### src/source/cpuPkg.sv
`default_nettype none

package cpuPkg;

  // Machine word for registers, data, addresses and PC
  parameter int dataWidth = 16;

  // Reserved data address, stores here go to the output register
  parameter logic [dataWidth-1:0] ioAddr = 16'h03FF;

  typedef enum logic [3:0] {
    opAdd = 4'd0,
    opSub = 4'd1,
    opLd  = 4'd2,
    opSt  = 4'd3,
    opLda = 4'd4,
    opSta = 4'd5,
    opBz  = 4'd6,
    opJmp = 4'd7,
    opJr  = 4'd8
  } opcode_t;

  // Register form, three register fields
  typedef struct packed {
    opcode_t    opcode;
    logic [1:0] rd;
    logic [1:0] rs1;
    logic [1:0] rs2;
    logic [5:0] unused;
  } regForm_t;

  // Absolute address or branch offset form
  typedef struct packed {
    opcode_t    opcode;
    logic [1:0] regSel;
    logic [9:0] addr;
  } addrForm_t;

  typedef union packed {
    regForm_t  regForm;
    addrForm_t addrForm;
  } instr_t;

  typedef enum logic [1:0] {
    pcInc = 2'd0,
    pcRel = 2'd1,
    pcReg = 2'd2
  } pcSel_t;

  typedef enum logic {
    aluAdd = 1'b0,
    aluSub = 1'b1
  } aluOp_t;

  // One word of program or data loading, toData picks data memory
  typedef struct packed {
    logic                 en;
    logic                 toData;
    logic [9:0]           addr;
    logic [dataWidth-1:0] data;
  } loadReq_t;

endpackage

`default_nettype wire

### src/source/registerFile.sv
`timescale 1ns/10ps
`default_nettype none

module registerFile (
  input  wire  logic                         clk,
  input  wire  logic                         rst,
  input  wire  logic                         we,
  input  wire  logic [1:0]                   wsel,
  input  wire  logic [cpuPkg::dataWidth-1:0] wdata,
  input  wire  logic [1:0]                   rsel1,
  input  wire  logic [1:0]                   rsel2,
  output logic       [cpuPkg::dataWidth-1:0] rdata1,
  output logic       [cpuPkg::dataWidth-1:0] rdata2
);

  logic [cpuPkg::dataWidth-1:0] regs [4];

  always_ff @(posedge clk or posedge rst) begin
    if (rst) begin
      for (int i = 0; i < 4; i++) begin
        regs[i] <= '0;
      end
    end else if (we) begin
      regs[wsel] <= wdata;
    end
  end

  // Reads see the old value during a write, no bypass
  assign rdata1 = regs[rsel1];
  assign rdata2 = regs[rsel2];

  // A write with an unknown target would corrupt an arbitrary register
  wselKnown: assert property (
    @(posedge clk) disable iff (rst) we |-> !$isunknown(wsel)
  ) else $error("register write with unknown select");

endmodule

`default_nettype wire

### config.mk
export PLATFORM = sky130hd
export DESIGN_NAME = registerFile
export DESIGN_NICKNAME = d
export VERILOG_FILES = /design/src/source/cpuPkg.sv /design/src/source/registerFile.sv
export SDC_FILE = /design/constraint.sdc
export NUM_CORES = 1
export LEC_CHECK = 0
export BUFFER_PORTS_ARGS = -buffer_cell sky130_fd_sc_hd__buf_4
export CELL_PAD_IN_SITES_DETAIL_PLACEMENT = 1
export CELL_PAD_IN_SITES_GLOBAL_PLACEMENT = 1
export CORE_AREA = 5 5 92 94
export CTS_BUF_LIST = sky130_fd_sc_hd__clkbuf_4 sky130_fd_sc_hd__clkbuf_8
export CTS_CLUSTER_DIAMETER = 120
export DETAILED_ROUTE_END_ITERATION = 10
export DIE_AREA = 0 0 97 99
export PLACE_DENSITY_LB_ADDON = 0.08
export SLEW_MARGIN = 20
export SYNTH_ARGS = -nofsm -noshare
export SYNTH_HDL_FRONTEND = slang
export SYNTH_SLANG_ARGS = --single-unit
### constraint.sdc
create_clock -name clk -period 1.9 [get_ports clk]
set_input_delay 0.38 -clock clk [delete_from_list [all_inputs] [get_ports clk]]
set_output_delay 0.38 -clock clk [all_outputs]
set_load 0.005 [all_outputs]
==> qor.yml, run 1 <==
final_layout:
  top_register: "regs"
  fin_util_pct: 52.8
  diodes: 0
  drive_above_1_share_pct: 74.2
  top_regs: "regs (64)"
  fin_cells: 350
  largest_register_ffs: 64
  nets: 268
  fillers: 699
  area_growth_pct: 25.5
routing:
  ant_nets: 0
  vias: 1929
  first_pass_iters: 4
  wl_per_cell_um: 22.0
  avgViaCountPerCell: 5.51
  drtIter0Drc: 47
  drc: 0
  routed_wl_um: 7700
critical_path:
  r2r_start: "regs[48]"
  worstPathCellList: "mux4_2 -> buf_4"
  critPathSlowestCell: "mux4_2"
  setup.worst_path.end_class: "output port"
  critical-path-max-stage-delay_ns: 0.50
  r2r-end: "regs[48]"
  r2r_slack_ns: 1.10
  cp_data_arrival_time_ns: 1.39
  worstSetupPathType: "flip-flop to output port"
  r2r_cells: 1
  critPathLaunchType: "flip-flop"
  cp_max_fo: 3
  critical_path_required_ns: 1.52
clock_tree:
  clk_latency_ns: 0.33
  htree_num_levels: 3
  cts_setup_buffers: 0
  cts_resized: 0
  cts_tree: "built"
  cts_hold_buf: 0
  root_buffer: "clkbuf_8"
  cts.path.max_buffers: 2
  cts_buffers: 9
  clock_sinks: 64
  path_clk_slew_ns: 0.07
sta:
  hold_viol: 0
  rsz0062_at_grt: "false"
  relSlewSlack_pct: 62.7
  fin_skew_ns: 0
  finalSetupTns_ns: 0
  setup_viol: 0
  holdWs_ns: 0.140
  setup_ws_ns: 0.130
  slew_viol_final: 0
  min_period_ns: 1.77
  period_share_pct: 93.2
  worstMarginPinSlew_ns: 0.559
  fmax_mhz: 565
pwr:
  irDropWorstVdd_mv: 0.486
  power.leakage_nw: 1.70
  powerDensity_nw_per_um2: 971
synthesis:
  syn-num-nets: 202
  yosys_warnings: 0
  yosys.area.top_type_share_pct: 50.4
  synth_common_cells: "dfrtp_1, mux2_2, mux4_2, buf_2, buf_4"
  ys_top_cells_by_area: "dfrtp_1, mux2_2, mux4_2, buf_2, buf_4"
  synth_top_area_cell: "dfrtp_1"
  ys_async_sr_fraction_pct: 100
  ys.flop_type: "dfrtp_1"
  synth.avg_cell_area_um2: 18.0
  syn_area_um2: 3180
  ys_ff_latch: 64
  yosysSeqAreaShare_pct: 50.4
  synthDistinctLibCells: 11
  synth-edff-count: 0
  syn_inst: 177
floorplanning:
  die_h_um: 99
  coreArea_um2: 7570
  start_util_pct: 42.0
  die_w_um: 97
  die_area_um2: 9600
  std_cell_rows: 32
  io_pins: 57
grt:
  grt_pass1_wl_um: 12600
  antenna_found_initial: 0
  gr-total-overflow: 0
  grt_max_degree: 65
  grt_pass1_vias: 2208
  gr-usage-all-layers_pct: 17.0
place:
  placed_cells: 334
  port_buffers: 56
  routabilityCongestion: 0.730
  dp.final_hpwl_um: 5450
  pre_cts_ws_ns: 0.124
run_status:
  status: "complete, no violations"
run:
  drv_cap: 0
hold_path:
  hp-class: "primary input to async pin"
## worst max-delay path: cells and delay by family (launching register included)
| kind | cells | cell delay [ns] |
|---|---|---|
| muxes | 1 | 0.50 |
| DFF | 1 | 0.40 |
| buffers and inverters | 1 | 0.16 |
## power by group
group          leakage, nW  switching (mW)  internal (mW)
clock               0.0967           0.488          0.529
sequential           0.757           0.199           1.62
combinational        0.849           0.339          0.698
total                 1.70            1.03           2.85
## layer usage
metal  share of wire, %  up-vias  GRT usage (%)  wire length [µm]
met5                  0        -              0                 0
met3                3.8        7           3.40               292
li1                   -      832              -                 -
met1                 42     1042           21.7              3270
met4               0.96        0           5.83                74
met2                 53       48           29.0              4070
## cell type report
cell class / instances / area, µm² / share of cell area (%)
multi-input cells: 100 / 1490 / 37.4
repair buffers: 67 / 591 / 14.8
clock buffers: 12 / 153 / 3.82
well taps: 102 / 128 / 3.20
flip-flops and latches: 64 / 1600 / 40.1
clock inverters: 4 / 20.0 / 0.501
inverters: 1 / 7.51 / 0.188
## kinds of logic after synthesis
group	count (synthesis)	share of synthesized area (%)
and+or+nand+nor	4	1.61
DFF	64	50.4
buffers and inverters	13	2.71
muxes	96	45.3
## worst max-delay path by stage
stage            endpoint      from  slack (ns)  cells after the start
2_1_floorplan  rdata1[10]  rsel1[0]        0.19                      3
3_3_place_gp    rdata1[3]  rsel1[0]        0.13                      4
3_5_place_dp    rdata1[2]  rsel1[0]        0.12                      4
4_1_cts         rdata2[3]   regs[3]        0.10                      2
5_1_grt         rdata2[3]   regs[3]        0.09                      2
6_report        rdata2[3]   regs[3]        0.13                      2
## cell usage in the layout, fill, tap and decap left out
cell and instances:
mux4_2 32, clkinv_2 4, buf_12 7, dfrtp_1 64
mux2_2 64, clkbuf_8 10, clkbuf_4 2, nand3_2 1
clkinvlp_4 1, buf_4 60, nor3b_4 1, nand3b_2 2
## through the flow
step	cell area [µm²]	total power, mW
6_report	3990	3.88
2_1_floorplan	3180	2.38
3_5_place_dp	3820	2.90
3_3_place_gp	3820	2.82
4_1_cts	3990	3.94
5_1_grt	3990	4.10
No activity file was read; power rests on OpenSTA's default activity.
==> run 2: changes to the inputs <==
Settings changed: CELL_PAD_IN_SITES_DETAIL_PLACEMENT 1 to default, CELL_PAD_IN_SITES_GLOBAL_PLACEMENT 1 to default, CORE_AREA 5 5 92 94 to 5 5 85 87, DIE_AREA 0 0 97 99 to 0 0 90 92.
==> run 2 against run 1 <==
Via count grew 0.57%. Utilization grew 9.8 points. Setup slack worse by 0.032 ns. Global-route usage increased by 2.4 points. Power rose by 6.7%. Non-clock buffer count fell by 3. Combinational power about the same. Register-to-register slack about the same.
==> qor.yml, run 2 (synthesis gave the netlist of run 1 again) <==
floorplanning:
  die_area_um2: 8280  # -14%
  coreArea_um2: 6280  # -17%
  start_util_pct: 50.7  # +8.6 points
  io_pins: 57  # unchanged
  die_w_um: 90  # -7.2%
  die_h_um: 92  # -7.1%
  std_cell_rows: 29  # -9.4%
grt:
  grt_pass1_wl_um: 12500  # -1.1%
  gr-usage-all-layers_pct: 19.4  # +2.4 points
  antenna_found_initial: 0  # unchanged
  grt_max_degree: 29  # -55%
  grt_pass1_vias: 2215  # +0.32%
  gr-total-overflow: 0  # unchanged
place:
  placed_cells: 306  # -8.4%
  dpl-instance-area_um2: 3700  # -3.0%
  port_buffers: 56  # unchanged
  dp.final_hpwl_um: 5080  # -6.9%
  routabilityCongestion: 0.780  # +6.8%
sta:
  rsz0062_at_grt: "false"
  period_share_pct: 94.8  # +1.7 points
  relSlewSlack_pct: 56.5  # -6.1 points
  hold_viol: 0  # unchanged
  worstMarginPinSlew_ns: 0.651  # +0.0912 ns
  fin_skew_ns: 0  # unchanged
  min_period_ns: 1.80  # +0.0320 ns
  setup_viol: 0  # unchanged
  fmax_mhz: 555  # -1.8%
  slew_viol_final: 0  # unchanged
  finalSetupTns_ns: 0  # unchanged
routing:
  vias: 1940  # +0.57%
  avgViaCountPerCell: 6.02  # +9.3%
  wl_per_cell_um: 22.7  # +3.3%
  drc: 0  # unchanged
  drtIter0Drc: 84  # +79%
  ant_nets: 0  # unchanged
  routed_wl_um: 7320  # -5.0%
  first_pass_iters: 4  # unchanged
final_layout:
  area_growth_pct: 23.5
  drive_above_1_share_pct: 73.9  # -0.32 points
  top_register: "regs"
  top_regs: "regs (64)"
  nets: 265  # -1.1%
  fin_area_um2: 3930  # -1.6%
  diodes: 0  # unchanged
  final_cell_mix: "mux2_2, dfrtp_1, buf_4"
  fin_cells: 322  # -8.0%
  fillers: 484  # -31%
  largest_register_ffs: 64  # unchanged
pwr:
  powerDensity_nw_per_um2: 1050  # +8.5%
  irDropWorstVdd_mv: 0.537  # +10%
  p_int_mw: 3.12  # +9.4%
  seq_power_share_pct: 43.9  # -3.1 points
  sw_frac_of_total_pct: 24.6  # -1.9 points
  power.leakage_nw: 1.69  # -0.95%
  clkPwrFrac_pct: 31.8  # +5.6 points
  combinationalPowerShare_pct: 24.3  # -2.4 points
  p_sw_mw: 1.02  # -0.84%
  finalPower_mw: 4.14  # +6.7%
clock_tree:
  path_clk_slew_ns: 0.06  # about the same
  htree_num_levels: 3  # unchanged
  cts_buffers: 9  # unchanged
  cts_hold_buf: 0  # unchanged
  cts_tree: "built"
  root_buffer: "clkbuf_8"
  cts_resized: 0  # unchanged
  cts.path.max_buffers: 2  # unchanged
  clk_latency_ns: 0.33  # about the same
  clock_sinks: 64  # unchanged
  cts_setup_buffers: 0  # unchanged
critical_path:
  cp_data_arrival_time_ns: 1.42  # +0.03 ns
  r2r_cells: 1  # unchanged
  critical_path_required_ns: 1.52  # about the same
  setup.worst_path.end_class: "output port"
  r2r_start: "regs[39]"
  worstSetupPathType: "primary input to output port"
  r2r_slack_ns: 1.10  # about the same
  cp_max_fo: 16  # +13
  r2r-end: "regs[39]"
  critPathLaunchType: "primary input"
hold_path:
  hp-class: "primary input to async pin"
run_status:
  status: "complete, no violations"
run:
  drv_cap: 0  # unchanged
==> run 2: cell types whose count changed in the layout (fill, tap and decap cells not counted) <==
| cell | change |
|---|---|
| buf_4 | +2 |
| clkbuf_4 | +1 |
| clkinv_2 | -3 |
| buf_12 | -5 |
| bufinv_16 | +2 |
==> run 2: final cells by class <==
class | count | area, µm² | share of cell area (%)
sequential | 64 | 1600 | 40.8
multi-input combinational | 100 | 1490 | 38.0
timing repair buffer | 64 | 505 | 12.9
clock buffer | 13 | 160 | 4.08
tap | 77 | 96.3 | 2.45
clock inverter | 3 | 65.1 | 1.66
inverter | 1 | 7.51 | 0.191
==> run 2: per-stage QoR <==
stage	worst slack, ns	util (%)	hold WS (ns)
finish	0.0979	62.6	0.135
CTS	0.0766	62.6	0.147
global placement	0.0977	59.0	0.492
global route	0.0384	62.6	0.189
floorplan	0.188	-	0.491
detailed placement	0.0783	59.0	0.513
==> run 2: worst max-delay path: stages <==
cell	delay, ns
buf_4	0.31
mux4_2	0.56
buf_4	0.15
==> run 2: metal layers <==
layer  part of all wire (%)  GRT usage, %
met1                     42          25.4
met2                     51          31.7
met3                    5.7          4.50
met4                    1.5          7.20
met5                      0             0
==> run 2: worst max-delay path by stage <==
stage / depth (start not counted) / from / endpoint / slack (ns)
4_1_cts: 3 / rsel1[0] / rdata1[9] / 0.08
6_report: 3 / rsel2[0] / rdata2[7] / 0.1
3_3_place_gp: 3 / rsel1[0] / rdata1[9] / 0.1
3_5_place_dp: 3 / rsel1[0] / rdata1[9] / 0.08
2_1_floorplan: 3 / rsel1[0] / rdata1[10] / 0.19
5_1_grt: 3 / rsel1[0] / rdata1[9] / 0.04
==> run 2: power by group through the flow <==
stage	registers (mW)	clock network, mW	logic [mW]
2_1_floorplan	1.76	0	0.618
3_3_place_gp	1.79	0	0.983
5_1_grt	1.85	1.41	1.09
3_5_place_dp	1.84	0	1.02
6_report	1.82	1.32	1.01
4_1_cts	1.81	1.34	1.03
