### src/source/cpuPkg.sv
`default_nettype none

package cpuPkg;

  // Machine word for registers, data, addresses and PC
  parameter int dataWidth = 16;

  // Reserved data address, stores here go to the output register
  parameter logic [dataWidth-1:0] ioAddr = 16'h03FF;

  typedef enum logic [3:0] {
    opAdd = 4'd0,
    opSub = 4'd1,
    opLd  = 4'd2,
    opSt  = 4'd3,
    opLda = 4'd4,
    opSta = 4'd5,
    opBz  = 4'd6,
    opJmp = 4'd7,
    opJr  = 4'd8
  } opcode_t;

  // Register form, three register fields
  typedef struct packed {
    opcode_t    opcode;
    logic [1:0] rd;
    logic [1:0] rs1;
    logic [1:0] rs2;
    logic [5:0] unused;
  } regForm_t;

  // Absolute address or branch offset form
  typedef struct packed {
    opcode_t    opcode;
    logic [1:0] regSel;
    logic [9:0] addr;
  } addrForm_t;

  typedef union packed {
    regForm_t  regForm;
    addrForm_t addrForm;
  } instr_t;

  typedef enum logic [1:0] {
    pcInc = 2'd0,
    pcRel = 2'd1,
    pcReg = 2'd2
  } pcSel_t;

  typedef enum logic {
    aluAdd = 1'b0,
    aluSub = 1'b1
  } aluOp_t;

  // One word of program or data loading, toData picks data memory
  typedef struct packed {
    logic                 en;
    logic                 toData;
    logic [9:0]           addr;
    logic [dataWidth-1:0] data;
  } loadReq_t;

endpackage

`default_nettype wire

### src/source/alu.sv
`timescale 1ns/10ps
`default_nettype none

module alu (
  input  wire  logic                         clk,
  input  wire  logic                         rst,
  input  wire  logic                         en,
  input  wire  cpuPkg::aluOp_t               op,
  input  wire  logic [cpuPkg::dataWidth-1:0] a,
  input  wire  logic [cpuPkg::dataWidth-1:0] b,
  output logic       [cpuPkg::dataWidth-1:0] result,
  output logic                               zFlag
);

  always_comb begin
    if (op == cpuPkg::aluSub) begin
      result = a - b;
    end else begin
      result = a + b;
    end
  end

  // Flag follows the latest add or subtract only
  always_ff @(posedge clk or posedge rst) begin
    if (rst) begin
      zFlag <= 1'b0;
    end else if (en) begin
      zFlag <= (result == '0);
    end
  end

endmodule

`default_nettype wire

### config.mk
export PLATFORM = sky130hd
export DESIGN_NAME = alu
export DESIGN_NICKNAME = d
export VERILOG_FILES = /design/src/source/cpuPkg.sv /design/src/source/alu.sv
export SDC_FILE = /design/constraint.sdc
export NUM_CORES = 1
export LEC_CHECK = 0
export BUFFER_PORTS_ARGS = -buffer_cell sky130_fd_sc_hd__buf_2
export CORE_UTILIZATION = 45
export CTS_CLUSTER_DIAMETER = 60
export CTS_CLUSTER_SIZE = 14
export DETAILED_ROUTE_END_ITERATION = 8
export PLACE_DENSITY = 0.78
export SYNTH_ARGS = -nofsm -noshare
export SYNTH_HDL_FRONTEND = slang
export SYNTH_SLANG_ARGS = --single-unit
export TNS_END_PERCENT = 1
### constraint.sdc
create_clock -name clk -period 6.75 [get_ports clk]
set_input_delay 0.675 -clock clk [delete_from_list [all_inputs] [get_ports clk]]
set_output_delay 0.675 -clock clk [all_outputs]
set_load 0.03 [all_outputs]
==> metrics.md, run 1 <==
| Metric | Value |
|---|---|
| R2r endpoint | `zFlag` |
| Worst-case reg-to-reg path depth | `2` |
| DRT iter0 DRCs | `54` |
| Share of cells above drive strength 1 | `29.1%` |
| RR Startpoint | `zFlag` |
| Cell count after placement | `231` |
| First-pass GRT wire length | `4.89 mm` |
| Critical Path Start Type | `input pin` |
| Hold path depth | `2` |
| First-pass iteration count of the detailed router | `4` |
| CORE AREA | `0.00225 mm2` |
| Hold Path Origin | `zFlag` |
| Initial antenna violation count | `0` |
| Pleak | `0.656 nW` |
| Routed vias | `1,292` |
| Inserted Diodes | `0` |
| Slew Viols, Final | `0` |
| IR Drop Worst-Case VDD | `0.116 mV` |
| DP Wirelength | `2.55 mm` |
| Delay-heaviest family, CP | `compound AO/OA/AOI/OAI gates` |
| Most frequent CP cell | `a21o_1` |
| Met1 usage | `32.3%` |
| Slew HR | `75.0%` |
| Worst path bufs/invs | `2` |
| CP Depth | `15` |
| Post-CTS Hold Buffers | `0` |
| Post-synth EDFFs | `0` |
| Crit path max fanout | `5` |
| # rows | `17` |
| Crit path DAT | `3.76 ns` |
| Post-DR wirelength/cell | `12.8 um` |
| M2 GR Usage | `40.4%` |
| Sequential element share of the synthesized area | `2.28%` |
| Library cells used by synthesis | `36` |
| GR Layer Usage met3 | `1.49%` |
| GRT overflow | `0` |
| Largest register by flop count | `zFlag` |
| YS warnings | `0` |
| Fmax | `226 MHz` |
| Dominant synthesized flop cell | `dfrtp_1` |
| Chip Width | `51.4 um` |
| Period Utilization, post-route | `65.7%` |
| Yosys reg bits | `1` |
| Syn_nets | `205` |
| RSZ-0062 raised after global routing | `false` |
| CP Class | `input pin to output port` |
| Initial core utilization | `48.6%` |
| Die Area | `0.00264 mm2` |
| Ports | `53` |
| Final hold violations | `0` |
| WHS Endpoint | `zFlag` |
| Status | `complete, no violations` |
| Critical path's slowest cell | `ha_1` |
| Area growth from synthesis to layout | `26.6%` |
| Max stage delay on crit path | `0.35 ns` |
| Final net count | `258` |
| TNS Setup | `0 ns` |
| Dominant cells by area after synthesis | `xnor2_1, ha_1, a21oi_1` |
| PortBufs | `52` |
| Pwr dens | `182 mW/mm2` |
| Post-CTS Setup Bufs | `0` |
| Crit path cell chain | `buf_2 -> nor3_1 -> nand2_1 -> o21bai_1 -> o21ai_0 -> xnor2_1 -> ha_1 -> a21o_1 -> a21o_1 -> a21oi_1 -> o21ai_1 -> a21o_1 -> a21oi_1 -> xnor2_1 -> buf_2` |
| Area leader, netlist | `xnor2_1` |
| Avg Synthesized Cell Area | `7.21 um2` |
| Die Y | `51.4 um` |
| Final ANT Viol Nets | `0` |
| Critical Path End Type | `output port` |
| Power, Total | `252 uW` |
| Synth top area share | `18.4%` |
| Gate Count Post-Synth | `152` |
| Reg2reg setup slack | `6.13 ns` |
| Minimum clock period | `4.43 ns` |
| Final setup vio count | `0` |
| Post-CTS resize count | `0` |
| Mapped cell area | `0.00110 mm2` |
| Skew-Pair Late Insertion Delay | `0 ns` |
| Regs by FF count | `zFlag (1)` |
| Worst EP required | `6.07 ns` |
| Routed wire length | `2.97 mm` |
| Gr busiest metal | `met2` |
| Final std cells w/o fill | `231` |
| # Max-Cap Violations | `0` |
| HP Class | `flop to flop` |
| Total GRT Usage | `23.3%` |
| Worst slew pin tran | `0.374 ns` |
| Ys async rst share | `100%` |
| Largest net degree at the start of global routing | `16` |
| Routability cong. | `0.858` |
| Number of flip-flops under the largest register name | `1` |
| Vias per cell | `5.59` |
| Vias in the first global route | `1,148` |
| Clock slew at reported path FFs | `0 ns` |
| DRC viols | `0` |
| Max Clock Skew | `0 ns` |
## through the flow
stage          worst slack [ns]  utilization [%]  hold slack (ns)  instance area, um2
5_1_grt                    2.07             61.5            0.508                1390
2_1_floorplan              2.76                -            0.404                1100
3_5_place_dp               2.40             61.5            0.481                1390
3_3_place_gp               2.50             61.5            0.479                1390
4_1_cts                    2.38             61.5            0.483                1390
6_report                   2.32             61.5            0.480                1390
## worst min-delay path, cell delays in order (launching register included)
cell      delay [ns]
dfrtp_1         0.32
nand2b_1        0.07
o31ai_2         0.05
## synthesized netlist by cell type, types with 2 or more instances
cell type / instances
a21o_1: 4
a21oi_1: 16
a21oi_2: 2
ha_1: 16
inv_1: 8
mux2i_1: 3
nand2_1: 10
nand2b_1: 3
nor2_1: 16
nor2b_1: 3
nor3_1: 6
nor4_1: 2
o211ai_1: 3
o21a_1: 5
o21ai_0: 7
o21ai_1: 2
o21bai_1: 2
or4_1: 2
xnor2_1: 23
xor2_1: 3
## cell families (layout without fill, tap and decap cells)
| kind of cell | Yosys count | after routing | share of synthesized area (%) |
|---|---|---|---|
| XOR/XNOR | 26 | 26 | 20.8 |
| flip-flops | 1 | 1 | 2.28 |
| adder cells (fa/ha/maj) | 17 | 17 | 20.1 |
| buffers and inverters | 9 | 60 | 3.08 |
| multiplexers | 3 | 3 | 2.74 |
| AO/OA/AOI/OAI | 47 | 47 | 28.5 |
| AND/OR/NAND/NOR | 49 | 49 | 22.5 |
## worst max path at each step
stage / startpoint / endpoint
3_3_place_gp: b[1] / result[14]
3_5_place_dp: b[3] / result[14]
2_1_floorplan: b[5] / zFlag
4_1_cts: b[3] / result[14]
6_report: b[3] / result[14]
5_1_grt: b[3] / zFlag
## power breakdown
part / leakage [nW] / switching, mW / internal, mW
Sequential: 0.0140 / 0.000000286 / 0.00610
Clock: 0 / 0 / 0
Combinational: 0.642 / 0.156 / 0.0894
## metal layers
metal | share of wire (%) | up-vias
met5 | 0 | -
met4 | 0.51 | 0
met3 | 5.4 | 2
met2 | 49 | 46
met1 | 45 | 593
li1 | - | 651
## cell usage in the layout (no fill, tap or decap), drive strengths merged, types with 4 or more instances in the layout
cell,instances
a21o,4
a21oi,18
buf,52
ha,16
inv,8
nand2,10
nor2,16
nor3,6
o21a,5
o21ai,9
xnor2,23
## area by class of cell
cell class | instances | area (um2)
Timing Repair Buffer | 52 | 260
Tap cell | 28 | 35.0
Sequential cell | 1 | 25.0
Inverter | 8 | 30.0
Fill cell | 213 | 867
Multi-Input combinational cell | 142 | 1040
Power figures use the tool's default switching activity.
==> run 2: changes to the inputs <==
- ABC_AREA: default -> 1
- PLACE_DENSITY: 0.78 -> 0.74
- clock period: 6.75 -> 4.1 ns (I/O delays scaled with it)
==> metrics.md, run 2 <==
| Metric | Value |
|---|---|
| TNS Setup | `0 ns` |
| Critical path's slowest cell | `ha_1` |
| Routed wire length | `3.27 mm` |
| Die Area | `0.00341 mm2` |
| Yosys reg bits | `1` |
| Ports | `53` |
| Gate Count Post-Synth | `277` |
| IR Drop Worst-Case VDD | `0.0788 mV` |
| Sequential element share of the synthesized area | `1.75%` |
| Crit path cell chain | `buf_2 -> inv_1 -> ha_1 -> nand2_1 -> o31ai_2 -> o21ai_1 -> xor2_1 -> ha_1 -> nand2_1 -> nor3_1 -> nand2_1 -> nand2_1 -> nand3_1 -> nand2_2 -> buf_2` |
| Final hold slack | `0.244 ns` |
| DP Wirelength | `2.95 mm` |
| # rows | `20` |
| Largest net degree at the start of global routing | `10` |
| Worst EP required | `3.69 ns` |
| Critical Path End Type | `output port` |
| Share of cells above drive strength 1 | `20.7%` |
| Period Utilization, post-route | `76.3%` |
| Post-CTS Setup Bufs | `0` |
| HP Class | `input pin to async pin` |
| GRT overflow | `0` |
| Area leader, netlist | `nand2_1` |
| Vias per cell | `4.60` |
| DRT iter0 DRCs | `64` |
| Minimum clock period | `3.13 ns` |
| Initial antenna violation count | `0` |
| Pleak | `1.12 nW` |
| Final ANT Viol Nets | `0` |
| Post-CTS resize count | `0` |
| Slew Viols, Final | `0` |
| Skew-Pair Late Insertion Delay | `0 ns` |
| Area growth from synthesis to layout | `21.5%` |
| Crit path DAT | `2.72 ns` |
| Synth top area share | `24.4%` |
| Comb pwr share | `97.6%` |
| Most common cell after layout, fill and taps aside | `nand2_1` |
| Final net count | `383` |
| Net Sw Frac | `65.1%` |
| Internal | `148 uW` |
| First-pass iteration count of the detailed router | `5` |
| Final setup vio count | `0` |
| Status | `complete, no violations` |
| Post-DR wirelength/cell | `8.79 um` |
| Top-count cell post-synth | `nand2_1` |
| Most frequent CP cell | `nand2_1` |
| Crit path max fanout | `5` |
| Largest register by flop count | `zFlag` |
| DRC viols | `0` |
| Library cells used by synthesis | `25` |
| First-pass GRT wire length | `5.55 mm` |
| Mapped cell area | `0.00143 mm2` |
| Die Y | `58.4 um` |
| Total GRT Usage | `20.0%` |
| Chip Width | `58.4 um` |
| Initial core utilization | `47.3%` |
| Avg Synthesized Cell Area | `5.17 um2` |
| Worst-case reg-to-reg path depth | `2` |
| Max stage delay on crit path | `0.36 ns` |
| Net Sw Power | `276 uW` |
| Synth top cells by count | `nand2_1, inv_1, nor2_1` |
| YS warnings | `0` |
| Fillers | `325` |
| Syn_nets | `330` |
| Final hold violations | `0` |
| CORE AREA | `0.00303 mm2` |
| Max Clock Skew | `0 ns` |
| CP Class | `input pin to output port` |
| Post-synth EDFFs | `0` |
| # Max-Cap Violations | `0` |
| Dominant synthesized flop cell | `dfrtp_1` |
| Fmax | `320 MHz` |
| Dominant cells by area after synthesis | `nand2_1, inv_1, ha_1` |
| Number of flip-flops under the largest register name | `1` |
| Ys async rst share | `100%` |
| Routability cong. | `0.970` |
| Clock slew at reported path FFs | `0 ns` |
| Pwr dens | `244 mW/mm2` |
| Inserted Diodes | `0` |
| Slew HR | `73.0%` |
| Vias in the first global route | `1,401` |
| Commonest cells after routing, fill and taps aside | `nand2_1, inv_1, buf_2` |
| Sequential power share | `2.4%` |
| Critical Path Start Type | `input pin` |
| Routed vias | `1,713` |
| Regs by FF count | `zFlag (1)` |
| Clock network power share | `0%` |
| Worst slew pin tran | `0.401 ns` |
| PortBufs | `52` |
| RSZ-0062 raised after global routing | `false` |
| Post-CTS Hold Buffers | `0` |
-- run 2: cell types whose count changed after synthesis, sizes merged, moves of 4 or more --
cell,previous run,this run
xor2,3,10
inv,8,58
a21o,4,0
nand2,10,99
nor2,16,31
a21oi,18,12
nand3,0,25
nand3b,1,5
o21ai,9,4
xnor2,23,6
o21a,5,0
-- run 2: critical path: cells and delay by family --
kind	cells	cell delay (ns)
adders and majority gates	2	0.52
buffers and inverters	3	0.36
AOI/OAI and AO/OA	2	0.45
and+or+nand+nor	7	0.80
xor gates and xnor gates	1	0.16
-- run 2: logic make-up after synthesis --
kind of cell    count (synthesis)  share of synthesized area [%]
compound gates                 19                           8.04
xor+xnor                       16                           9.79
fa+ha+maj                      17                           15.4
buf+inv                        59                           15.7
flops                           1                           1.75
simple gates                  165                           49.3
-- run 2: power groups by stage --
stage	sequential [mW]	clock [mW]	combinational [mW]
after global placement	0.0101	0	0.409
final	0.0101	0	0.414
after global routing	0.0101	0	0.466
after detailed placement	0.0101	0	0.413
after CTS	0.0101	0	0.414
after floorplan	0.0101	0	0.315
-- run 2: final cells by class --
class,instances,area [um2],share of cell area [%]
inverters,58,218,12.5
multi-input cells,217,1180,67.9
flip-flops and latches,1,25.0,1.44
well taps,44,55.1,3.17
repair buffers,52,260,15.0
-- run 2: path summary, 6_finish.rpt --
path / startpoint / end / slack, ns
setup / recovery: b[1] / result[15] / 0.97
hold / removal: rst / zFlag / 0.24
setup reg to reg: zFlag / zFlag / 3.51
hold reg to reg: zFlag / zFlag / 0.47
max in group asynchronous: rst / zFlag / 3.77
min in group clk: zFlag / zFlag / 0.47
-- run 2: layer usage --
metal	GRT usage, %	wire (um)	vias to the layer above
met3	0	119	4
met4	3.06	51	0
met1	29.2	1680	713
met5	0	0	-
li1	-	-	956
met2	33.7	1420	40
-- run 2: metrics by stage --
| step | total power, mW | setup slack (ns) | cells | util, % | instance area, um2 |
|---|---|---|---|---|---|
| 3_3_place_gp | 0.420 | 1.01 | 372 | 57.4 | 1740 |
| 5_1_grt | 0.476 | 0.721 | 372 | 57.4 | 1740 |
| 4_1_cts | 0.424 | 0.976 | 372 | 57.4 | 1740 |
| 6_report | 0.424 | 0.973 | 372 | 57.4 | 1740 |
| 2_1_floorplan | 0.325 | 1.28 | 277 | - | 1430 |
| 3_5_place_dp | 0.423 | 0.986 | 372 | 57.4 | 1740 |
