--- config.mk ---
export PLATFORM = sky130hd
export DESIGN_NAME = pcUnit
export DESIGN_NICKNAME = d
export VERILOG_FILES = /design/src/source/cpuPkg.sv /design/src/source/pcUnit.sv
export SDC_FILE = /design/constraint.sdc
export NUM_CORES = 1
export LEC_CHECK = 0
export BUFFER_PORTS_ARGS = -buffer_cell sky130_fd_sc_hd__buf_2
export CAP_MARGIN = 15
export CORE_MARGIN = 5
export CORE_UTILIZATION = 35
export CTS_CLUSTER_DIAMETER = 80
export CTS_CLUSTER_SIZE = 16
export DETAILED_ROUTE_END_ITERATION = 10
export GPL_TIMING_DRIVEN = 1
export HOLD_SLACK_MARGIN = 0.02
export PLACE_DENSITY = 0.55
export SLEW_MARGIN = 20
export SYNTH_ARGS = -nofsm -noshare
export SYNTH_HDL_FRONTEND = slang
export SYNTH_SLANG_ARGS = --single-unit
--- constraint.sdc ---
create_clock -name clk -period 5.5 [get_ports clk]
set_clock_uncertainty 0.1 [all_clocks]
set_input_delay 1.1 -clock clk [delete_from_list [all_inputs] [get_ports clk]]
set_output_delay 1.1 -clock clk [all_outputs]
set_load 0.01 [all_outputs]
--- src/source/cpuPkg.sv ---
`default_nettype none

package cpuPkg;

  // Machine word for registers, data, addresses and PC
  parameter int dataWidth = 16;

  // Reserved data address, stores here go to the output register
  parameter logic [dataWidth-1:0] ioAddr = 16'h03FF;

  typedef enum logic [3:0] {
    opAdd = 4'd0,
    opSub = 4'd1,
    opLd  = 4'd2,
    opSt  = 4'd3,
    opLda = 4'd4,
    opSta = 4'd5,
    opBz  = 4'd6,
    opJmp = 4'd7,
    opJr  = 4'd8
  } opcode_t;

  // Register form, three register fields
  typedef struct packed {
    opcode_t    opcode;
    logic [1:0] rd;
    logic [1:0] rs1;
    logic [1:0] rs2;
    logic [5:0] unused;
  } regForm_t;

  // Absolute address or branch offset form
  typedef struct packed {
    opcode_t    opcode;
    logic [1:0] regSel;
    logic [9:0] addr;
  } addrForm_t;

  typedef union packed {
    regForm_t  regForm;
    addrForm_t addrForm;
  } instr_t;

  typedef enum logic [1:0] {
    pcInc = 2'd0,
    pcRel = 2'd1,
    pcReg = 2'd2
  } pcSel_t;

  typedef enum logic {
    aluAdd = 1'b0,
    aluSub = 1'b1
  } aluOp_t;

  // One word of program or data loading, toData picks data memory
  typedef struct packed {
    logic                 en;
    logic                 toData;
    logic [9:0]           addr;
    logic [dataWidth-1:0] data;
  } loadReq_t;

endpackage

`default_nettype wire

--- src/source/pcUnit.sv ---
`timescale 1ns/10ps
`default_nettype none

module pcUnit (
  input  wire  logic                         clk,
  input  wire  logic                         rst,
  input  wire  logic                         run,
  input  wire  cpuPkg::pcSel_t               pcSel,
  input  wire  logic [9:0]                   offset,
  input  wire  logic [cpuPkg::dataWidth-1:0] target,
  output logic       [cpuPkg::dataWidth-1:0] pc
);

  logic [cpuPkg::dataWidth-1:0] nextPc;
  logic [cpuPkg::dataWidth-1:0] relOffset;

  // Branch offsets are signed
  assign relOffset = {{(cpuPkg::dataWidth - 10){offset[9]}}, offset};

  always_comb begin
    case (pcSel)
      cpuPkg::pcRel: nextPc = pc + relOffset;
      cpuPkg::pcReg: nextPc = target;
      default:       nextPc = pc + 1'b1;
    endcase
  end

  always_ff @(posedge clk or posedge rst) begin
    if (rst) begin
      pc <= '0;
    end else if (run) begin
      pc <= nextPc;
    end
  end

endmodule

`default_nettype wire

==> results of run 1 <==
==> path summary, 6_finish.rpt <==
kind	slack (ns)	start	to	depth (start not counted)
setup / recovery	1.73	pcSel[1]	pc[10]	11
min in group asynchronous	0.82	rst	pc[1]	2
setup reg to reg	2.70	pc[0]	pc[10]	8
hold / removal	0.46	pc[2]	pc[2]	1
max in group asynchronous	4.06	rst	pc[15]	2
hold reg to reg	0.46	pc[2]	pc[2]	1
==> placed cells by master, fill, tap and decap left out, types with 2 or more instances in the layout <==
master | netlist | routed
mux2_2 | 2 | 2
a211o_1 | 2 | 2
o21bai_1 | 3 | 3
xnor2_1 | 5 | 5
nand2b_1 | 2 | 2
clkbuf_8 | 0 | 4
and2_1 | 10 | 10
mux2_1 | 2 | 2
a21oi_1 | 22 | 22
nand3_1 | 4 | 4
dfrtp_1 | 16 | 16
and3_1 | 2 | 2
a31oi_1 | 6 | 6
nor4_1 | 3 | 3
o21ai_2 | 2 | 2
nor2_1 | 21 | 21
o21ai_0 | 7 | 7
mux2i_1 | 2 | 2
nand2_1 | 22 | 22
a211oi_1 | 2 | 2
inv_1 | 6 | 6
ha_1 | 9 | 9
buf_2 | 0 | 46
o2111ai_1 | 2 | 2
nor3_1 | 2 | 2
a211oi_2 | 3 | 3
o21ai_1 | 4 | 4
a2bb2oi_1 | 3 | 3
==> routing by layer <==
metal	wire (µm)	track usage	share of wire
met2	1873	0.2243	0.45
met3	186	0.02482	0.044
met4	31	0.03203	0.0074
met1	2102	0.2085	0.50
met5	0	0	0
==> worst register-to-register path, cell delays in order (launching register included) <==
cell and delay [ns]:
dfrtp_1 0.40, ha_1 0.25, fa_1 0.44, a211oi_2 0.34
nor4_2 0.09, a211oi_2 0.39, mux2_4 0.35, a31oi_1 0.17
a2bb2oi_1 0.18
==> cell type report <==
cell class / count / area, µm² / area share
Inverter: 6 / 22.52 / 0.01219
Timing Repair Buffer: 47 / 237.7 / 0.1286
Sequential cell: 16 / 400.4 / 0.2167
Clock buffer: 4 / 55.05 / 0.02979
Tap cell: 52 / 65.06 / 0.03521
Multi-Input combinational cell: 162 / 1067 / 0.5775
==> logic make-up (layout without fill, tap and decap cells) <==
logic type | count (synthesis) | after routing | share of synthesized area
xor gates and xnor gates | 5 | 5 | 0.02873
adders and majority gates | 10 | 10 | 0.08703
and+or+nand+nor | 76 | 76 | 0.2529
AOI/OAI and AO/OA | 64 | 64 | 0.2792
muxes | 7 | 7 | 0.05254
DFF | 16 | 16 | 0.2627
buffers and inverters | 14 | 57 | 0.03694
==> power groups by stage <==
stage,Combinational (mW),Sequential [mW],Clock (mW)
global placement,0.363,0.211,0
CTS,0.368,0.210,0.118
global route,0.409,0.219,0.122
floorplan,0.247,0.222,0
finish,0.365,0.210,0.115
detailed placement,0.363,0.213,0
==> flow_summary.ini, run 1 <==
[outcome]
status = finished clean

[clock_network]
cts.sinks = 16
clk_pin_slew_ns = 0.08
cts_buffers = 3
ctsHoldBuffers = 0
cts.repair.resized = 0
cts_setup_buffers = 0
clock_latency_ns = 0.26
h-tree-depth = 1
clock_path_buffers = 2
cts_tree = built
root_buffer = clkbuf_8

[setup_path]
worstPathRequired_ns = 5.58
cp_slowest_cell = fa_1
crit_path_cell_trace = buf_2, and2b_1, nand2b_1, ha_1, fa_1, a211oi_2, nor4_2, a211oi_2, mux2_4, a31oi_1, a2bb2oi_1
crit_type = in -> reg
arrival_ns = 3.85
worstPathMaxFanout = 10
cp_common_cell = a211oi_2
crit_buf_inv = 1
cpLargestDelayFamily = compound AO/OA/AOI/OAI gates
cpPeakStageDelay_ns = 0.44
start_kind = primary input
end_kind = flop

[floorplan]
row_count = 24
start_util = 0.3549
core_area_um2 = 4294
fp.dieW_um = 75.99
ios = 47
die_h_um = 75.99
die_area_um2 = 5774

[timing]
worstMarginPinSlew_ns = 0.7364
setup_viol = 0
worst_slack_ns = 1.730
finalCriticalPeriod_ns = 3.770
fin_hold_ws_ns = 0.4632
tns_ns = 0
rsz0062_at_grt = no
clock.fmax_mhz = 265.3
slew_headroom = 0.5091
hold_viol = 0
slew_violations = 0
period_share = 0.6854

[cells_and_area]
nets = 277
regMostFlops = pc
diodes = 0
fin_util = 0.4304
final_area_um2 = 1848
final_cells = 287
largest_reg_flops = 16
fill_cells = 478
top_regs = pc x16
layout-drive-gt1-share = 0.2723
area_growth_pct = 21.26

[power]
power.leakage_nw = 0.8589
internal-power_uw = 385.7
pwr-share-comb = 0.529
p_switching_uw = 304.0
power.total_uw = 689.6
p_sw_frac = 0.4408
irDropWorstVdd_mv = 0.1277
p_clk_frac = 0.167
powerDensity_nw_per_um2 = 373.2
share_seq_of_total_power = 0.304

[global_route]
antenna_found_initial = 0
grt_pass1_wl_um = 7217
grt-ovfl-total = 0
grt_max_degree = 26
grtUsageTotal = 0.1447
grt_pass1_vias = 1547

[place]
hpwl_um = 3102
placed_area_um2 = 1793
gp_congestion = 0.8444
placed_cells = 283
pre_cts_slack_ns = 1.437
port_buffers = 46

[synthesis]
ys_ff_latch = 16
syn_area_um2 = 1524
synth_top_flop_cell = dfrtp_1
synth_edf_count = 0
post-synth-top-area-fraction = 0.2627
yosysTopAreaCell = dfrtp_1
synthArstFlopShare = 1.000
yosys-top-cells-area = dfrtp_1 (26%), ha_1 (7.4%), a21oi_1 (7.2%)
syn_nets = 233
synth_cells = 192
synth_cell_types = 49
syn_area_per_cell_um2 = 7.937
yosysSeqAreaShare = 0.2627
synth_common_cells = a21oi_1 (22), nand2_1 (22), nor2_1 (21)
yosys_warnings = 0

[route]
routed_wl_um = 4192
vias_per_cell = 5.404
drc_errors = 0
final_antenna_net_count = 0
vias = 1551
wl_per_cell_um = 14.61
drt-pass1-iter-count = 4
drtIter0Drc = 76

[worst_hold_path]
hold_path_class = reg -> reg

[flow_run]
drv_cap = 0
No activity file was read; power rests on OpenSTA's default activity.
==> run 2: changes to the inputs <==
--- a/config.mk
+++ b/config.mk
@@ -14,7 +14,7 @@
 export DETAILED_ROUTE_END_ITERATION = 10
 export GPL_TIMING_DRIVEN = 1
 export HOLD_SLACK_MARGIN = 0.02
-export PLACE_DENSITY = 0.55
+export PLACE_DENSITY = 0.57
 export SLEW_MARGIN = 20
 export SYNTH_ARGS = -nofsm -noshare
 export SYNTH_HDL_FRONTEND = slang
==> constraint.sdc (replaced) <==
create_clock -name clk -period 3.4 [get_ports clk]
set_clock_uncertainty 0.1 [all_clocks]
set_input_delay 0.68 -clock clk [delete_from_list [all_inputs] [get_ports clk]]
set_output_delay 0.68 -clock clk [all_outputs]
set_load 0.01 [all_outputs]
==> run 2 against run 1 <==
Net effect:
- worst hold slack got worse by 0.041 ns
- total power grew 58%
- wire length up 1.0%
- count of clock-buffer cells in the layout down 1
- critical path depth increased by 1
- first-iteration DRC count increased by 12%
- largest cell class unchanged
- sequential power increased by 62%
==> flow_summary.ini, run 2 (same netlist as run 1, synthesis figures left out) <==
[cells_and_area]
layout-drive-gt1-share = 0.2754
diodes = 0
mostFrequentLayoutCell = buf_2
regMostFlops = pc
nets = 279
top_regs = pc x16
final_cell_mix = buf_2 (46), nand2_1 (22), a21oi_1 (22), nor2_1 (21), dfrtp_1 (16)
fill_cells = 451
seqCellArea_um2 = 400.4
multi_input_area_um2 = 1067
largest_reg_flops = 16
area_growth_pct = 21.35

[timing]
slew_violations = 0
fin_hold_ws_ns = 0.4222
slew_headroom = 0.4778
worstMarginPinSlew_ns = 0.7833
setup_viol = 0
clock.fmax_mhz = 316.7
finalCriticalPeriod_ns = 3.158
period_share = 0.9287
hold_viol = 0
rsz0062_at_grt = no

[floorplan]
row_count = 24
die_area_um2 = 5774
start_util = 0.3549
core_area_um2 = 4294
ios = 47
die_h_um = 75.99
fp.dieW_um = 75.99

[setup_path]
end_kind = flop
arrival_ns = 3.21
crit_path_cell_trace = buf_2, and2b_1, nand2b_1, ha_1, fa_1, a211oi_2, nor4_2, a211oi_2, buf_4, mux2i_1, a31oi_1, a2bb2oi_1
cp_slowest_cell = fa_1
crit_type = in -> reg
worstPathMaxFanout = 4
start_kind = primary input
cp_common_cell = a211oi_2
cpPeakStageDelay_ns = 0.44
worstPathRequired_ns = 3.45

[global_route]
grt_max_degree = 26
grt-ovfl-total = 0
grtUsageTotal = 0.1520
antenna_found_initial = 0
grt_pass1_vias = 1525
grt_pass1_wl_um = 7389

[clock_network]
cts_setup_buffers = 0
clk_pin_slew_ns = 0.07
h-tree-depth = 1
clock_latency_ns = 0.26
cts.repair.resized = 0
ctsHoldBuffers = 0
root_buffer = clkbuf_8
cts_buffers = 3
cts_tree = built
clock_path_buffers = 2
cts.sinks = 16

[route]
routed_wl_um = 4234
vias_per_cell = 5.365
final_antenna_net_count = 0
wl_per_cell_um = 14.70
drtIter0Drc = 85
vias = 1545
drt-pass1-iter-count = 4
drc_errors = 0

[power]
powerDensity_nw_per_um2 = 588.4
power.leakage_nw = 0.8612
power.total_mw = 1.088
irDropWorstVdd_mv = 0.2160

[place]
hpwl_um = 3146
gp_congestion = 0.7897
port_buffers = 46

[outcome]
status = finished clean

[flow_run]
drv_cap = 0

[worst_hold_path]
hold_path_class = in -> async
[run 2: worst paths after layout]
kind / startpoint / endpoint / slack [ns] / cells past startpoint
worst max-delay path: pcSel[1] / pc[14] / 0.24 / 12
worst min-delay path: rst / pc[8] / 0.42 / 2
worst max register to register: pc[0] / pc[14] / 0.69 / 9
worst min register to register: pc[2] / pc[2] / 0.45 / 1
max in group asynchronous: rst / pc[6] / 2.33 / 2
min in group clk: pc[2] / pc[2] / 0.45 / 1
[run 2: routing by layer]
layer,share of wire,GRT usage
met5,0,0
met4,0.016,0.05338
met3,0.034,0.01891
met2,0.45,0.2346
met1,0.50,0.2162
[run 2: worst max-delay path: cells and delay by family]
family / cells / cell delay [ns]
compound gates: 4 / 0.90
fa+ha+maj: 2 / 0.67
buf+inv: 2 / 0.29
mux: 1 / 0.23
simple gates: 3 / 0.43
[run 2: report_power, final]
group	leakage [nW]	internal [mW]	total, mW	switching, mW
clock	0.0216	0.0790	0.154	0.0752
sequential	0.178	0.256	0.340	0.0837
combinational	0.662	0.269	0.594	0.325
[run 2: layout make-up]
type,instances,share of cell area
Multi-Input combinational cell,162,0.5771
Sequential cell,16,0.2165
Timing Repair Buffer,49,0.1367
Tap cell,52,0.03518
Clock buffer,3,0.02233
Inverter,6,0.01218
[run 2: per-stage QoR]
step / cell area [µm²] / instances / util / setup slack (ns) / TNS, ns
finish: 1849 / 288 / 0.4307 / 0.2424 / 0
global route: 1849 / 288 / 0.4307 / 0.08644 / 0
CTS: 1849 / 288 / 0.4307 / 0.2445 / 0
detailed placement: 1808 / 285 / 0.4210 / -0.01792 / -0.01792
global placement: 1808 / 285 / 0.4210 / 0.08579 / 0
floorplan: 1524 / 192 / - / 0.2064 / 0
==> run 3: changes to the inputs <==
==> constraint.sdc (replaced) <==
create_clock -name clk -period 2.8 [get_ports clk]
set_clock_uncertainty 0.1 [all_clocks]
set_input_delay 0.56 -clock clk [delete_from_list [all_inputs] [get_ports clk]]
set_output_delay 0.56 -clock clk [all_outputs]
set_load 0.01 [all_outputs]
==> run 3 against run 2 <==
Net effect:
- worst setup slack got worse by 0.19 ns
- largest cell class unchanged
- design area up 16%
- non-clock buffer count is 33 higher
- global-route usage rose by 1.4 points
- critical path depth stayed put
- first-iteration DRC count decreased by 33%
==> flow_summary.ini, run 3 (same netlist as run 1, synthesis figures left out) <==
[route]
vias = 1666
drc_errors = 0
routed_wl_um = 4692
final_antenna_net_count = 0
drt-pass1-iter-count = 4
vias_per_cell = 5.174
wl_per_cell_um = 14.57
drtIter0Drc = 57

[floorplan]
die_area_um2 = 5774
ios = 47
row_count = 24
fp.dieW_um = 75.99
die_h_um = 75.99
core_area_um2 = 4294
start_util = 0.3549

[setup_path]
cp_slowest_cell = fa_2
worstPathMaxFanout = 5
rr_worst_depth = 9
cpLargestDelayFamily = compound AO/OA/AOI/OAI gates
cp_num_cells = 12
arrival_ns = 2.79
worstPathRequired_ns = 2.85
start_kind = primary input
end_kind = flop
cpPeakStageDelay_ns = 0.38
crit_buf_inv = 2
crit_type = in -> reg
crit_path_cell_trace = buf_6, and2b_2, nand2b_1, ha_2, fa_2, a211oi_4, nor4_2, a211oi_2, buf_4, mux2i_1, a31oi_1, a2bb2oi_1

[global_route]
grt_pass1_vias = 1707
antenna_found_initial = 0
grt-ovfl-total = 0
grt_max_degree = 25
grt_pass1_wl_um = 8017
grtUsageTotal = 0.1657

[power]
power.leakage_nw = 1.030
powerDensity_nw_per_um2 = 740.6
irDropWorstVdd_mv = 0.2532
power.total_mw = 1.594

[timing]
hold_viol = 0
slew_violations = 0
setup_viol = 0
rsz0062_at_grt = yes
fin_hold_ws_ns = 0.2989
finalCriticalPeriod_ns = 2.744
slew_headroom = 0.5203
period_share = 0.9799
worstMarginPinSlew_ns = 0.7188
clock.fmax_mhz = 364.5

[cells_and_area]
top_regs = pc x16
nets = 312
regMostFlops = pc
diodes = 0
area_growth_pct = 41.21
largest_reg_flops = 16
final_cell_mix = buf_2 (45), buf_4 (36), a21oi_1 (22), nand2_1 (21), nor2_1 (21)
mostFrequentLayoutCell = buf_2
layout-drive-gt1-share = 0.3889

[clock_network]
clock_latency_ns = 0.27
ctsHoldBuffers = 0
clk_pin_slew_ns = 0.08
cts_tree = built
root_buffer = clkbuf_8
cts_buffers = 3
clock_path_buffers = 2
cts.sinks = 16
h-tree-depth = 1

[place]
hpwl_um = 3619
port_buffers = 46
gp_congestion = 0.8173

[outcome]
status = finished clean

[worst_hold_path]
hold_path_class = in -> async

[flow_run]
drv_cap = 0
==> run 3: cell count changes in the layout (fill, tap and decap cells not counted), sizes merged <==
cell / change
buf: +33
clkbuf: +1
==> run 3: area by class of cell <==
type                    instances  area [µm²]
clock buffers                   4       55.05
fillers                       445        2142
inverters                       6       22.52
multi-input cells             162        1102
flip-flops and latches         16       400.4
well taps                      52       65.06
repair buffers                 82       506.7
==> run 3: worst reg2reg max path, stage by stage, from the launching register on <==
cell       delay [ns]
dfrtp_1          0.40
ha_2             0.20
fa_2             0.38
a211oi_4         0.28
nor4_2           0.09
a211oi_2         0.26
buf_4            0.18
mux2i_1          0.22
a31oi_1          0.10
a2bb2oi_1        0.14
==> run 3: routing by layer <==
metal | global-route usage | part of all wire | routed length (µm) | up-vias
li1 | - | - | - | 860
met1 | 0.2225 | 0.47 | 2215 | 763
met2 | 0.2697 | 0.47 | 2199 | 36
met3 | 0.02364 | 0.042 | 196 | 7
met4 | 0.05694 | 0.017 | 80 | 0
met5 | 0 | 0 | 0 | -
==> run 3: path summary, 6_finish.rpt <==
path	slack, ns	to	start
min in group clk	0.43	pc[1]	target[1]
worst min-delay path	0.30	pc[2]	rst
worst max register to register	0.34	pc[14]	pc[0]
worst max-delay path	0.06	pc[14]	pcSel[1]
max in group asynchronous	1.84	pc[12]	rst
worst min register to register	0.47	pc[2]	pc[2]
==> run 3: repair_timing <==
item / 4_1_cts / 5_1_grt
endpoints found under the setup margin: 0 / 4
resized for setup: 0 / 7
setup buffers: 0 / 2
==> run 3: per-stage QoR <==
step | instance area, µm² | instances | utilization | worst slack, ns | TNS, ns
after detailed placement | 2047 | 316 | 0.4767 | -0.2581 | -1.245
after global routing | 2152 | 322 | 0.5012 | -0.1190 | -0.2914
after global placement | 2047 | 316 | 0.4767 | -0.2540 | -1.037
after floorplan | 1530 | 192 | - | -0.03216 | -0.03216
final | 2152 | 322 | 0.5012 | 0.05640 | 0
after CTS | 2102 | 320 | 0.4895 | 0.01834 | 0
==> run 3: report_power, final <==
part / internal [mW] / total [mW] / switching, mW
clock: 0.125 / 0.230 / 0.104
combinational: 0.492 / 0.949 / 0.456
sequential: 0.311 / 0.415 / 0.105
